==> src/delay_pkg.sv <==
`default_nettype none

package delay_pkg;

   localparam int WORD_WIDTH = 32;             // Stream payload
   localparam int REG_WIDTH  = 32;             // AXI-Lite data and register settings
   localparam int STRB_WIDTH = REG_WIDTH / 8;
   localparam int DEC_WIDTH  = 8;              // Low address bits that select a register

   // One word on a stream link
   typedef struct packed {
      logic [WORD_WIDTH-1:0] data;
      logic                  last;             // Final word of a packet
   } pkt_word_t;

   // Register map
   typedef enum logic [DEC_WIDTH-1:0] {
      REG_DELAY_LENGTH = 8'h00,                // Minimum age in cycles before release
      REG_DROP_LOOP    = 8'h01,                // Drop period in packets, 0 disables dropping
      REG_DROP_COUNT   = 8'h02                 // Packets dropped at the start of each period
   } reg_addr_e;

   typedef enum logic [1:0] {
      RESP_OKAY   = 2'b00,
      RESP_SLVERR = 2'b10
   } axi_resp_e;

endpackage

`default_nettype wire

==> src/delay_emulator.sv <==
`timescale 1ns/1ps
`default_nettype none

module delay_emulator #(
   parameter int ADDR_WIDTH = 32,
   parameter int FIFO_DEPTH = 8
) (
   input  wire                               ACLK,
   input  wire                               ARESETN,

   input  wire [ADDR_WIDTH-1:0]              awaddr,
   input  wire                               awvalid,
   output logic                              awready,
   input  wire [delay_pkg::REG_WIDTH-1:0]    wdata,
   input  wire [delay_pkg::STRB_WIDTH-1:0]   wstrb,
   input  wire                               wvalid,
   output logic                              wready,
   output delay_pkg::axi_resp_e              bresp,
   output logic                              bvalid,
   input  wire                               bready,
   input  wire [ADDR_WIDTH-1:0]              araddr,
   input  wire                               arvalid,
   output logic                              arready,
   output logic [delay_pkg::REG_WIDTH-1:0]   rdata,
   output delay_pkg::axi_resp_e              rresp,
   output logic                              rvalid,
   input  wire                               rready,

   input  wire                               in_req,
   input  wire delay_pkg::pkt_word_t         in_word,
   output logic                              in_ack,
   output logic                              out_req,
   output delay_pkg::pkt_word_t              out_word,
   input  wire                               out_ack
);

   logic [delay_pkg::REG_WIDTH-1:0] delay_length;
   logic [delay_pkg::REG_WIDTH-1:0] drop_loop;
   logic [delay_pkg::REG_WIDTH-1:0] drop_count;
   logic                            mid_req;
   logic                            mid_ack;
   delay_pkg::pkt_word_t            mid_word;

   delay_regs #(
      .ADDR_WIDTH (ADDR_WIDTH)
   ) u_regs (
      .ACLK         (ACLK),
      .ARESETN      (ARESETN),
      .awaddr       (awaddr),
      .awvalid      (awvalid),
      .awready      (awready),
      .wdata        (wdata),
      .wstrb        (wstrb),
      .wvalid       (wvalid),
      .wready       (wready),
      .bresp        (bresp),
      .bvalid       (bvalid),
      .bready       (bready),
      .araddr       (araddr),
      .arvalid      (arvalid),
      .arready      (arready),
      .rdata        (rdata),
      .rresp        (rresp),
      .rvalid       (rvalid),
      .rready       (rready),
      .delay_length (delay_length),
      .drop_loop    (drop_loop),
      .drop_count   (drop_count)
   );

   drop_stage u_drop (
      .ACLK       (ACLK),
      .ARESETN    (ARESETN),
      .drop_loop  (drop_loop),
      .drop_count (drop_count),
      .in_req     (in_req),
      .in_word    (in_word),
      .in_ack     (in_ack),
      .mid_req    (mid_req),
      .mid_word   (mid_word),
      .mid_ack    (mid_ack)
   );

   delay_stage #(
      .FIFO_DEPTH (FIFO_DEPTH)
   ) u_delay (
      .ACLK         (ACLK),
      .ARESETN      (ARESETN),
      .delay_length (delay_length),
      .mid_req      (mid_req),
      .mid_word     (mid_word),
      .mid_ack      (mid_ack),
      .out_req      (out_req),
      .out_word     (out_word),
      .out_ack      (out_ack)
   );

endmodule

`default_nettype wire

==> src/delay_regs.sv <==
`timescale 1ns/1ps
`default_nettype none

module delay_regs #(
   parameter int ADDR_WIDTH = 32
) (
   input  wire                               ACLK,
   input  wire                               ARESETN,

   input  wire [ADDR_WIDTH-1:0]              awaddr,
   input  wire                               awvalid,
   output logic                              awready,

   input  wire [delay_pkg::REG_WIDTH-1:0]    wdata,
   input  wire [delay_pkg::STRB_WIDTH-1:0]   wstrb,      // Writes always take the full word
   input  wire                               wvalid,
   output logic                              wready,

   output delay_pkg::axi_resp_e              bresp,
   output logic                              bvalid,
   input  wire                               bready,

   input  wire [ADDR_WIDTH-1:0]              araddr,
   input  wire                               arvalid,
   output logic                              arready,

   output logic [delay_pkg::REG_WIDTH-1:0]   rdata,
   output delay_pkg::axi_resp_e              rresp,
   output logic                              rvalid,
   input  wire                               rready,

   output logic [delay_pkg::REG_WIDTH-1:0]   delay_length,
   output logic [delay_pkg::REG_WIDTH-1:0]   drop_loop,
   output logic [delay_pkg::REG_WIDTH-1:0]   drop_count
);

   typedef enum logic [1:0] {
      WR_IDLE,
      WR_DATA,
      WR_RESP
   } wr_state_e;

   typedef enum logic {
      RD_IDLE,
      RD_RESP
   } rd_state_e;

   wr_state_e                       wr_state;
   rd_state_e                       rd_state;
   logic [delay_pkg::DEC_WIDTH-1:0] wr_addr;
   logic [delay_pkg::DEC_WIDTH-1:0] rd_addr;

   assign awready = (wr_state == WR_IDLE);
   assign wready  = (wr_state == WR_DATA);
   assign bvalid  = (wr_state == WR_RESP);
   assign arready = (rd_state == RD_IDLE);
   assign rvalid  = (rd_state == RD_RESP);

   // Only the decode bits of each address are kept
   always_ff @(posedge ACLK) begin
      if (awready && awvalid) begin
         wr_addr <= awaddr[delay_pkg::DEC_WIDTH-1:0];
      end
      if (arready && arvalid) begin
         rd_addr <= araddr[delay_pkg::DEC_WIDTH-1:0];
      end
   end

   // Write machine and register file
   always_ff @(posedge ACLK) begin
      if (!ARESETN) begin
         wr_state     <= WR_IDLE;
         bresp        <= delay_pkg::RESP_OKAY;
         delay_length <= '0;
         drop_loop    <= '0;
         drop_count   <= '0;
      end else begin
         case (wr_state)
            WR_IDLE: begin
               if (awvalid) begin
                  wr_state <= WR_DATA;
               end
            end
            WR_DATA: begin
               if (wvalid) begin
                  bresp    <= delay_pkg::RESP_OKAY;
                  wr_state <= WR_RESP;
                  case (wr_addr)
                     delay_pkg::REG_DELAY_LENGTH: delay_length <= wdata;
                     delay_pkg::REG_DROP_LOOP:    drop_loop    <= wdata;
                     delay_pkg::REG_DROP_COUNT:   drop_count   <= wdata;
                     default:                     bresp        <= delay_pkg::RESP_SLVERR;
                  endcase
               end
            end
            WR_RESP: begin
               if (bready) begin
                  wr_state <= WR_IDLE;
               end
            end
            default: wr_state <= WR_IDLE;
         endcase
      end
   end

   // Read machine
   always_ff @(posedge ACLK) begin
      if (!ARESETN) begin
         rd_state <= RD_IDLE;
      end else begin
         case (rd_state)
            RD_IDLE: begin
               if (arvalid) begin
                  rd_state <= RD_RESP;
               end
            end
            RD_RESP: begin
               if (rready) begin
                  rd_state <= RD_IDLE;
               end
            end
            default: rd_state <= RD_IDLE;
         endcase
      end
   end

   // Read data follows the latched address, unmapped reads return 0
   always_comb begin
      rdata = '0;
      rresp = delay_pkg::RESP_OKAY;
      case (rd_addr)
         delay_pkg::REG_DELAY_LENGTH: rdata = delay_length;
         delay_pkg::REG_DROP_LOOP:    rdata = drop_loop;
         delay_pkg::REG_DROP_COUNT:   rdata = drop_count;
         default:                     rresp = delay_pkg::RESP_SLVERR;
      endcase
   end

   // Responses are held until the master takes them
   assert property (@(posedge ACLK) disable iff (!ARESETN)
      bvalid && !bready |=> bvalid && $stable(bresp))
      else $error("bvalid dropped before bready");

   assert property (@(posedge ACLK) disable iff (!ARESETN)
      rvalid && !rready |=> rvalid && $stable(rdata) && $stable(rresp))
      else $error("rvalid dropped before rready");

endmodule

`default_nettype wire

==> src/delay_stage.sv <==
`timescale 1ns/1ps
`default_nettype none

module delay_stage #(
   parameter int FIFO_DEPTH = 8
) (
   input  wire                               ACLK,
   input  wire                               ARESETN,

   input  wire [delay_pkg::REG_WIDTH-1:0]    delay_length,

   input  wire                               mid_req,
   input  wire delay_pkg::pkt_word_t         mid_word,
   output logic                              mid_ack,

   output logic                              out_req,
   output delay_pkg::pkt_word_t              out_word,
   input  wire                               out_ack
);

   localparam int PTR_WIDTH = $clog2(FIFO_DEPTH);

   typedef struct packed {
      delay_pkg::pkt_word_t            word;
      logic [delay_pkg::REG_WIDTH-1:0] stamp;    // Cycle of acceptance
   } entry_t;

   typedef enum logic {
      IN_IDLE,
      IN_ACK
   } in_state_e;

   typedef enum logic [1:0] {
      OUT_IDLE,
      OUT_REQ,
      OUT_WAIT
   } out_state_e;

   in_state_e                       in_state;
   out_state_e                      out_state;
   entry_t                          fifo_mem [FIFO_DEPTH];
   entry_t                          head;
   logic [PTR_WIDTH:0]              wr_ptr;
   logic [PTR_WIDTH:0]              rd_ptr;
   logic [PTR_WIDTH:0]              fill;
   logic [delay_pkg::REG_WIDTH-1:0] cycle_cnt;
   logic                            full;
   logic                            empty;
   logic                            fifo_wr;
   logic                            fifo_rd;
   logic                            head_ripe;

   assign fill  = wr_ptr - rd_ptr;
   assign empty = (wr_ptr == rd_ptr);
   assign full  = (wr_ptr[PTR_WIDTH] != rd_ptr[PTR_WIDTH]) &&
                  (wr_ptr[PTR_WIDTH-1:0] == rd_ptr[PTR_WIDTH-1:0]);

   assign head = fifo_mem[rd_ptr[PTR_WIDTH-1:0]];

   // Modulo subtraction keeps the age right across counter wrap
   assign head_ripe = !empty && ((cycle_cnt - head.stamp) >= delay_length);

   assign fifo_wr = (in_state == IN_IDLE) && mid_req && !full;    // Full withholds mid_ack
   assign fifo_rd = (out_state == OUT_IDLE) && head_ripe;

   assign mid_ack = (in_state == IN_ACK);
   assign out_req = (out_state == OUT_REQ);

   always_ff @(posedge ACLK) begin
      if (!ARESETN) begin
         cycle_cnt <= '0;
         wr_ptr    <= '0;
         rd_ptr    <= '0;
         in_state  <= IN_IDLE;
         out_state <= OUT_IDLE;
      end else begin
         cycle_cnt <= cycle_cnt + 1'b1;

         if (fifo_wr) begin
            wr_ptr <= wr_ptr + 1'b1;
         end
         if (fifo_rd) begin
            rd_ptr <= rd_ptr + 1'b1;
         end

         case (in_state)
            IN_IDLE: if (fifo_wr)  in_state <= IN_ACK;
            IN_ACK:  if (!mid_req) in_state <= IN_IDLE;
            default: in_state <= IN_IDLE;
         endcase

         case (out_state)
            OUT_IDLE: if (fifo_rd)  out_state <= OUT_REQ;
            OUT_REQ:  if (out_ack)  out_state <= OUT_WAIT;
            OUT_WAIT: if (!out_ack) out_state <= OUT_IDLE;
            default:  out_state <= OUT_IDLE;
         endcase
      end
   end

   always_ff @(posedge ACLK) begin
      if (fifo_wr) begin
         fifo_mem[wr_ptr[PTR_WIDTH-1:0]] <= '{word: mid_word, stamp: cycle_cnt};
      end
      if (fifo_rd) begin
         out_word <= head.word;       // Slot is freed as the word moves out
      end
   end

   // Occupancy above the depth means a write landed on a full FIFO
   assert property (@(posedge ACLK) disable iff (!ARESETN)
      fill <= FIFO_DEPTH)
      else $error("FIFO written while full");

   assert property (@(posedge ACLK) disable iff (!ARESETN)
      out_req && !out_ack |=> out_req && $stable(out_word))
      else $error("out_req dropped before out_ack");

endmodule

`default_nettype wire

==> src/drop_stage.sv <==
`timescale 1ns/1ps
`default_nettype none

module drop_stage (
   input  wire                               ACLK,
   input  wire                               ARESETN,

   input  wire [delay_pkg::REG_WIDTH-1:0]    drop_loop,
   input  wire [delay_pkg::REG_WIDTH-1:0]    drop_count,

   input  wire                               in_req,
   input  wire delay_pkg::pkt_word_t         in_word,
   output logic                              in_ack,

   output logic                              mid_req,
   output delay_pkg::pkt_word_t              mid_word,
   input  wire                               mid_ack
);

   typedef enum logic [1:0] {
      ST_IDLE,
      ST_FORWARD,
      ST_ACK_UP,
      ST_ACK_DOWN
   } state_e;

   state_e                          state;
   logic [delay_pkg::REG_WIDTH-1:0] pkt_idx;       // Packet index within the drop period
   logic [delay_pkg::REG_WIDTH-1:0] pkt_idx_next;
   logic                            in_packet;     // Inside a packet, first word already taken
   logic                            drop_flag;     // Decision held for the current packet
   logic                            drop_start;
   logic                            drop_word;
   logic                            take;

   assign take       = (state == ST_IDLE) && in_req;
   assign drop_start = (drop_loop != '0) && (pkt_idx < drop_count);
   assign drop_word  = in_packet ? drop_flag : drop_start;

   // Wrap also covers a period shortened by a register write
   assign pkt_idx_next = ((pkt_idx + 1'b1) >= drop_loop) ? '0 : pkt_idx + 1'b1;

   assign in_ack  = (state == ST_ACK_UP);
   assign mid_req = (state == ST_FORWARD);

   always_ff @(posedge ACLK) begin
      if (!ARESETN) begin
         state     <= ST_IDLE;
         pkt_idx   <= '0;
         in_packet <= 1'b0;
         drop_flag <= 1'b0;
      end else begin
         if (take) begin
            if (!in_packet) begin
               drop_flag <= drop_start;
            end
            in_packet <= !in_word.last;
            if (in_word.last) begin
               pkt_idx <= pkt_idx_next;
            end
         end

         case (state)
            ST_IDLE: begin
               if (in_req) begin
                  state <= drop_word ? ST_ACK_UP : ST_FORWARD;   // Dropped words skip mid
               end
            end
            ST_FORWARD: begin
               if (mid_ack) begin
                  state <= ST_ACK_UP;
               end
            end
            ST_ACK_UP: begin
               if (!in_req) begin
                  state <= ST_ACK_DOWN;
               end
            end
            ST_ACK_DOWN: begin
               if (!mid_ack) begin
                  state <= ST_IDLE;                             // Mid link back to rest
               end
            end
            default: state <= ST_IDLE;
         endcase
      end
   end

   always_ff @(posedge ACLK) begin
      if (take && !drop_word) begin
         mid_word <= in_word;
      end
   end

   assert property (@(posedge ACLK) disable iff (!ARESETN)
      mid_req |=> !mid_req || $stable(mid_word))
      else $error("mid_word changed while mid_req high");

endmodule

`default_nettype wire

==> config.mk <==
export PLATFORM = sky130hd
export DESIGN_NAME = delay_emulator
export DESIGN_NICKNAME = d
export VERILOG_FILES = /design/src/delay_pkg.sv /design/src/delay_emulator.sv /design/src/delay_regs.sv /design/src/delay_stage.sv /design/src/drop_stage.sv
export SDC_FILE = /design/constraint.sdc
export NUM_CORES = 1
export LEC_CHECK = 0
export ABC_AREA = 1
export BUFFER_PORTS_ARGS = -buffer_cell sky130_fd_sc_hd__buf_2
export CAP_MARGIN = 10
export CORE_ASPECT_RATIO = 1.25
export CORE_MARGIN = 4
export CORE_UTILIZATION = 25
export DETAILED_ROUTE_END_ITERATION = 12
export HOLD_SLACK_MARGIN = 0.12
export PLACE_DENSITY = 0.36
export SYNTH_ARGS = -nofsm -noshare
export SYNTH_HDL_FRONTEND = slang
export SYNTH_SLANG_ARGS = --single-unit
==> constraint.sdc <==
create_clock -name ACLK -period 9.3 [get_ports ACLK]
set_input_delay 2.79 -clock ACLK [delete_from_list [all_inputs] [get_ports ACLK]]
set_output_delay 2.79 -clock ACLK [all_outputs]
set_load 0.03 [all_outputs]
Word level (Yosys, flattened, before mapping)
Memories as Yosys holds them, arrays and structs flattened. A register that Yosys moved wholly into a read port is not among the register bits.
Index checks and enable logic that the tools add are counted.
- add/sub/neg operators: 5
- $lt $le $gt $ge: 3
- equal/unequal tests: 24
- muxes and demuxes: 28
- bitwise operators: 2
- reduce and logical (&&, ||, !) cells: 30
- operators by type and width (cell ; count):
    $pmux 32 s3 ; 1
    $add 32x1->32 const B ; 2
    $ge 32x32->1 ; 2
    $lt 32x32->1 ; 1
    $mux 32 ; 1
    $reduce_bool 32->1 ; 1
    $sub 32x32->32 ; 1
    $mux 2 ; 13
    $eq 8x1->1 const B ; 2
    $eq 8x2->1 const B ; 2
    $logic_not 8->1 ; 2
    $reduce_and 3->1 ; 5
    $ne 2x2->1 const B ; 7
    $pmux 2 s3 ; 2
    $logic_and 1x1->1 ; 10
    $add 4x1->4 const B ; 2
    $eq 2x2->1 const B ; 4
    $pmux 2 s4 ; 1
    $eq 2x1->1 const B ; 3
    $logic_not 2->1 ; 3
    $mux 1 ; 6
    $mux 3 ; 2
    $ne 2x1->1 const B ; 3
    $reduce_or 3->1 ; 2
    other kinds (8) ; 14
- register bits: 262
- RAM bits: 520
- input port bits: 142
- word-level logic and storage cells: 114
- memories: 1
- memories (name ; words ; bits a word ; rd ports ; clocked after memory_dff ; write ports ; line ; RTL):
    u_delay.fifo_mem ; 8 ; 65 ; 1 ; 1 ; 1 ; delay_stage.sv:41 ; entry_t fifo_mem [FIFO_DEPTH];

Longest topological paths before layout
Gate-level depths: netlist of run 1.
- depth in word-level cells: 6
- depth in mapped cells: 35
- depth with buffers taken out: 32

Hierarchy
From an unflattened synthesis of run 1, not the netlist that was laid out.
- cell total of the unflattened synthesis: 3715
- area total of the unflattened synthesis: 36465.0 um^2
- by module, submodules not included (module ; times used ; cells each ; area each (um^2) ; sequential area each (um^2)):
    delay_stage ; 1 ; 2217 ; 25713.4 ; 17526.8
    delay_regs ; 1 ; 791 ; 5564.1 ; 2482.4
    drop_stage ; 1 ; 707 ; 5187.5 ; 1711.6

Least setup slack after synthesis of run 1
OpenSTA, ideal clock, no wires.
- kind: flip-flop to flip-flop
- start point: register (tool-made name)
- end point: register, netlist name u_delay.out_word[0]
- library setup time: 389 ps
- arrival time: 4813 ps
- required time: 8911 ps
- setup slack: 4098 ps
- cell stages (with the launch flop): 32
- clock period less this slack: 5202 ps
- cell sequence: dfxtp_1 > buf_2 > buf_2 > buf_2 > buf_2 > nor2_1 > nor2_1 > o21ai_0 > a31oi_1 > ha_1 > inv_1 > fa_1 > nand2_1 > nand2_1 > o21ai_0 > nor2_1 > nor2_1 > inv_1 > a21oi_1 > inv_1 > nand2_1 > nand2_1 > nand2_1 > nand2_1 > xor2_1 > ha_1 > nand4_1 > nor4_1 > nand4_1 > nand3_1 > nand2_1 > inv_1

==> results.md, run 1 <==
* Ratio of cells with drive above 1 in the final layout at approximately a tenth
* Die H at about 420 um
* Longest Clk Path Bufs at 3
* Multi-input gate area at about 0.011 sq mm
* Final Core Density at between 20% and 30%
* Min Tclk post-route at around 7.4 ns
* Number of detailed-route iterations in the first pass at 5
* Total GRT Usage at between 10 and 15%
* Fin. Hold Viols at 0
* Worst min path class: flip-flop to flip-flop
* Setup repair after global routing missed its margin: false
* Cell count after synthesis at between 3000 and 4000
* IO Pins at between 200 and 250
* Antenna-violating nets left at 0
* Arr. time, crit path at approximately 7.8 ns
* Critical Path RT at roughly 9.7 ns
* Worst-path cell chain: inv_8 -> buf_4 -> o21ai_0 -> o221ai_1 -> o21ai_0 -> ha_1 -> nand2_1 -> nor4_1 -> nand3_1 -> nand3_1 -> a21oi_1 -> xnor2_1 -> ha_1 -> nand2_1 -> nor2_1 -> nand2_1 -> nor4_1 -> nand4_1 -> nand3_1 -> nand2_1 -> inv_2 -> buf_4
* Fin nets at approximately 3700
* Fin. max-slew vios at 0
* Post-CTS Setup Bufs at 0
* Vias per Instance at between 4 and 5
* Setup violations, final at 0
* CTS Buf Count at 90
* Post-Route WL at ~110000 um
* Layout fillers at between 10000 and 15000
* Placement Cell Area at between 0.03 and 0.04 sq mm
* Root Buffer: clkbuf_16
* Count of cell types in the netlist at 51
* H-tree depth at 3
* Critical Path Source Type: flip-flop
* Top Family by Delay on Critical Path: simple AND/OR/NAND/NOR gates
* Worst slew margin at roughly 28%
* Ys Warns at 0
* Critical path's slowest cell: inv_2
* Final Wtd Congestion at roughly 0.80
* Max cap viols at 0
* Final setup skew at around 0.047 ns
* Largest net degree at the start of global routing at 175
* Crit. End Element: flip-flop
* DRT iter0 DRCs at 1296
* Clock Sink Count at between 700 and 800
* Worst hold path startpoint: u_regs.delay_length[10]$_SDFFE_PN0P_
* Hold_ws at between 0.4 and 0.5 ns
* Status: finished clean
* TritonCTS clock tree: yes
* Commonest non-fill, non-tap cell in the layout: edfxtp_1
* Finished Cell Area at just over 0.04 sq mm
* Pleak at approximately 0.014 uW
* Overall Power at ~10000 uW
* Initial antenna violation count at 7
* Worst vdd ir at between 0.15 and 0.2 mV
* Flops & latches, synth at between 700 and 800
* CTS Hold Buffers Added at 0
* Worst stage delay on the critical path at around 0.73 ns
* Cell Area, Synth at ~0.035 sq mm
* Period utilisation layout at between 70 and 80%
* Most frequent cells in the layout: edfxtp_1, nor2_1, o21ai_0, nand2_1, inv_1
* FF/Latch Area at roughly 0.022 sq mm
* Die width at ~340 um
* EDFF count, synth at ~600
* Sequential area share after synthesis at between 60% and 70%
* Final HPWL DP at about 64000 um
* Max Clk Rate at 136 MHz
* Global route total overflow at 0
* Initial Utilization at 25.2%
* CTS resizes at 0
* Clk_lat worst skew at 0.69 ns
* Crit-path most repeated cell: nand2_1
* CP Buf/Inv Count at 4
* Mean Syn Cell Area at 10.6 sq um
* Synthesis-to-layout area growth at 16.5%
* # DRC at 0
* Post-synth ARST share at 0%
* Crit path max fanout at around 140
* P per Cell Area at between 200 and 250 mW/mm^2
* First-pass GRT wire length at about 160000 um
* Post-route setup TNS at 0 ns
* Clock transition at path regs at around 0.06 ns
* Number of global-route vias before repair at approximately 25000
* Ys flop type: edfxtp_1
* WL/cell at between 15 and 20 um
* Core ar. at between 0.1 and 0.15 sq mm
* Row count at 152
* I/O Buffers at between 150 and 200
* Slew @ Worst Pin at about 1.1 ns
* Die area at 0.145 sq mm
* CP Class: flip-flop to flip-flop
* DR vias at between 20000 and 25000
[synthesized netlist by cell type, types with 4 or more instances]
cell | n | area (sq um)
edfxtp_1 | 602 | 18100
inv_2 | 6 | 22.5
nor3b_1 | 5 | 37.5
nor4_1 | 19 | 119
o221ai_1 | 61 | 534
xor2_1 | 53 | 464
nor3_1 | 40 | 200
ha_1 | 135 | 1690
inv_1 | 289 | 1080
buf_1 | 5 | 18.8
a211oi_1 | 66 | 495
o21ai_1 | 9 | 45.0
buf_2 | 31 | 155
nor2_2 | 6 | 37.5
nand4_1 | 26 | 163
o21ai_0 | 372 | 1860
a21o_1 | 7 | 52.6
a21oi_1 | 146 | 731
a31oi_1 | 41 | 257
dfxtp_1 | 182 | 3640
xnor2_1 | 15 | 131
clkbuf_1 | 117 | 439
nor2_1 | 543 | 2040
nand3_1 | 34 | 170
o22ai_1 | 85 | 532
nand2_1 | 323 | 1210
o21a_1 | 9 | 67.6
o211ai_1 | 4 | 30.0
nor3_2 | 5 | 50.1
[worst paths after layout]
| kind | endpoint | slack [ns] | depth (start not counted) |
|---|---|---|---|
| setup / recovery | u_delay.out_word[9]$_DFFE_PP_ | 1.92 | 22 |
| hold / removal | u_regs.delay_length[10]$_SDFFE_PN0P_ | 0.48 | 2 |
| setup reg to reg | u_delay.out_word[9]$_DFFE_PP_ | 1.92 | 22 |
| hold reg to reg | u_regs.delay_length[10]$_SDFFE_PN0P_ | 0.48 | 2 |
[metrics by stage]
step                      setup slack [ns]  std cells
after floorplan                       4.10       3273
after CTS                             1.70       5321
after global placement                1.71       5162
after detailed placement              1.76       5162
final                                 1.92       5324
after global routing                  1.33       5321
[registers in the layout, summed over array words and instances, names as in the netlist, named ones only]
| register | count |
|---|---|
| u_delay.cycle_cnt | 32 |
| u_delay.fifo_mem | 520 |
| u_delay.mid_ack | 1 |
| u_delay.out_state | 2 |
| u_delay.out_word | 33 |
| u_delay.rd_ptr | 4 |
| u_delay.wr_ptr | 4 |
| u_drop.drop_flag | 1 |
| u_drop.in_packet | 1 |
| u_drop.mid_word | 33 |
| u_drop.pkt_idx | 32 |
| u_drop.state | 2 |
| u_regs.bresp | 1 |
| u_regs.delay_length | 32 |
| u_regs.drop_count | 32 |
| u_regs.drop_loop | 32 |
| u_regs.rd_addr | 8 |
| u_regs.rvalid | 1 |
| u_regs.wr_addr | 8 |
| u_regs.wr_state | 2 |
[worst min-delay path: cells and delay by family, from the launching register on]
kind,cells,cell delay (ns)
flip-flops,1,0.31
buffers and inverters,1,0.07
AO/OA/AOI/OAI,1,0.06
[power breakdown]
group	total (uW)	internal (uW)	switching (uW)	leakage, uW
Sequential	4350	4180	172	0.00697
Clock	3500	2020	1480	0.00138
Combinational	2180	603	1580	0.00604
Total	10000	6800	3230	0.0144
[cells by family after synthesis]
logic type / after synthesis / share of synthesized area [%]
AND/OR/NAND/NOR: 1020 / 12.2
XOR/XNOR: 68 / 1.72
adder cells (fa/ha/maj): 136 / 4.93
AO/OA/AOI/OAI: 810 / 13.5
buffers and inverters: 453 / 5.04
flip-flops: 784 / 62.6
other: 1 / 0.0108
[routing by layer]
layer	track usage, %	part of all wire [%]
met5	0	0.0085
met4	3.51	1.8
met3	2.15	3.2
met2	25.6	50
met1	18.5	45
[cell type report]
type | instances | area share [%]
clock buffer | 120 | 5.98
inverter | 297 | 2.79
multi-input combinational | 2036 | 28.0
timing repair buffer | 197 | 2.74
sequential | 784 | 53.8
antenna | 3 | 0.0186
clock inverter | 39 | 1.02
tap | 1848 | 5.72
Note: power is estimated with default switching activity, not from simulation.
==> run 2, diff against run 1 <==
--- a/config.mk
+++ b/config.mk
@@ -13,7 +13,7 @@
 export CORE_UTILIZATION = 25
 export DETAILED_ROUTE_END_ITERATION = 12
 export HOLD_SLACK_MARGIN = 0.12
-export PLACE_DENSITY = 0.36
+export PLACE_DENSITY = 0.37
 export SYNTH_ARGS = -nofsm -noshare
 export SYNTH_HDL_FRONTEND = slang
 export SYNTH_SLANG_ARGS = --single-unit
==> constraint.sdc (replaced) <==
create_clock -name ACLK -period 6.6 [get_ports ACLK]
set_input_delay 1.98 -clock ACLK [delete_from_list [all_inputs] [get_ports ACLK]]
set_output_delay 1.98 -clock ACLK [all_outputs]
set_load 0.03 [all_outputs]
==> results.md, run 2 (synthesis gave the netlist of run 1 again) <==
* CP Class: flip-flop to flip-flop
* IO Pins at around 220
* Initial antenna violation count at 7
* Die H at about 420 um
* Post-route setup TNS at 0 ns
* Final HPWL DP at 66500 um
* Crit. End Element: flip-flop
* Fin. max-slew vios at 0
* Root Buffer: clkbuf_16
* GRT Max-Usage Layer: met2
* Critical Path Source Type: flip-flop
* Synthesis-to-layout area growth at 17.4%
* Row count at approximately 150
* Most frequent cells in the layout: edfxtp_1, nor2_1, o21ai_0, nand2_1, inv_1
* Net switching power at approximately 4600 uW
* First-pass GRT wire length at roughly 160000 um
* DR vias at between 20000 and 25000
* Crit path max fanout at between 40 and 50
* Commonest non-fill, non-tap cell in the layout: edfxtp_1
* Number of detailed-route iterations in the first pass at 5
* Power share of the combinational group at approximately 23%
* Placed instance count at around 5200
* Min Tclk post-route at around 5.7 ns
* Sw Ratio at between 30% and 40%
* Post-CTS Setup Bufs at 0
* Ratio of cells with drive above 1 in the final layout at 11.3%
* Global route total overflow at 0
* Worst stage delay on the critical path at about 0.45 ns
* TritonCTS clock tree: yes
* GR Util met2 at 25.2%
* Crit-path most repeated cell: nand2_1
* Fin. Hold Viols at 0
* Clock transition at path regs at about 0.060 ns
* Int Pwr at between 9000 and 10000 uW
* Final Wtd Congestion at around 0.8
* WL/cell at 19.7 um
* P per Cell Area at roughly 350 mW/mm^2
* CTS resizes at 0
* Die area at 0.145 sq mm
* Max cap viols at 0
* H-tree depth at 3
* Status: finished clean
* Clk_lat worst skew at slightly above 0.7 ns
* Final Non-Filler Cells at 5353
* Setup repair after global routing missed its margin: false
* Max Clk Rate at about 170 MHz
* Core ar. at 0.138 sq mm
* Seq pwr share at between 40% and 50%
* Critical Path RT at 6.97 ns
* CTS Buf Count at around 90
* Critical path's slowest cell: dfxtp_4
* I/O Buffers at 163
* Post-Route WL at ~110000 um
* Number of global-route vias before repair at approximately 24000
* Arr. time, crit path at roughly 6.1 ns
* Final setup skew at 0.0402 ns
* CTS Hold Buffers Added at 0
* Fin nets at 3703
* Period utilisation layout at 87.0%
* Setup violations, final at 0
* Final Core Density at just under 30%
* Pleak at 0.0146 uW
* Layout fillers at 14300
* Worst vdd ir at 0.220 mV
* Worst min path class: flip-flop to flip-flop
* Worst hold path depth at 2
* Slew @ Worst Pin at around 1.1 ns
* Antenna-violating nets left at 0
* # DRC at 0
* Vias per Instance at ~4.5
* Max reg flops at 520
* Met1 GRT Util at 18.4%
* Clock power share at a little over a third
* Longest Clk Path Bufs at 3
* Total GRT Usage at 14.4%
* Die width at 341 um
* Global routing met3 resource utilization at about 2.1%
* DRT iter0 DRCs at 1304
* Worst slew margin at about a quarter
* Largest net degree at the start of global routing at 87
* R2R depth at 30
* Initial Utilization at 25.2%
* Clock Sink Count at 784
run 2: changes by cell type in the layout (fill, tap and decap cells not counted), sizes merged:
| cell | before | now |
|---|---|---|
| buf | 197 | 215 |
| clkinv | 29 | 36 |
| clkbuf | 120 | 127 |
| inv | 300 | 299 |
| clkinvlp | 0 | 2 |
| bufinv | 7 | 3 |
run 2: power by group through the flow:
stage          combinational [uW]  clock, uW  sequential [uW]
5_1_grt                      3650       5360             6160
3_3_place_gp                 3310          0             6220
3_5_place_dp                 3300          0             6220
4_1_cts                      3320       5160             6120
6_report                     3220       4950             6110
2_1_floorplan                1850          0             6360
run 2: metal layers:
layer,share of wire (%),vias to the layer above
met5,0,-
met4,2.1,0
met3,3.2,128
met2,49,344
met1,45,11600
li1,-,11900
run 2: final cells by class:
class                      instances  area (sq um)  share of cell area [%]
tap                             1848          2310                    5.68
clock inverter                    43           420                    1.03
sequential                       784         21700                    53.3
multi-input combinational       2036         11300                    27.7
antenna                            3          7.51                  0.0184
clock buffer                     127          2520                    6.18
timing repair buffer             215          1320                    3.24
inverter                         297          1130                    2.77
run 2: path summary, 6_finish.rpt:
check | from | endpoint | slack [ns]
min | u_regs.bresp[1]$_SDFFE_PN0P_ | u_regs.bresp[1]$_SDFFE_PN0P_ | 0.47
min reg2reg | u_regs.bresp[1]$_SDFFE_PN0P_ | u_regs.bresp[1]$_SDFFE_PN0P_ | 0.47
max reg2reg | flip-flop | u_delay.out_word[30]$_DFFE_PP_ | 0.86
max | flip-flop | u_delay.out_word[30]$_DFFE_PP_ | 0.86
run 2: worst max-delay path, delay by kind of cell (launching register included):
| kind | cells | cell delay, ns |
|---|---|---|
| compound gates | 5 | 1.21 |
| xor+xnor | 1 | 0.18 |
| fa+ha+maj | 3 | 0.88 |
| buf+inv | 7 | 1.16 |
| flops | 1 | 0.45 |
| simple gates | 14 | 1.46 |
run 2: stage by stage:
| stage | cell area, sq um | setup slack, ns | hold slack (ns) | total power [uW] |
|---|---|---|---|---|
| after floorplan | 34700 | 1.40 | 0.442 | 8210 |
| after CTS | 40700 | 0.550 | 0.465 | 14600 |
| after global routing | 40700 | 0.450 | 0.502 | 15200 |
| after detailed placement | 37800 | 0.905 | 0.455 | 9520 |
| after global placement | 37800 | 0.886 | 0.459 | 9530 |
| final | 40700 | 0.856 | 0.466 | 14300 |
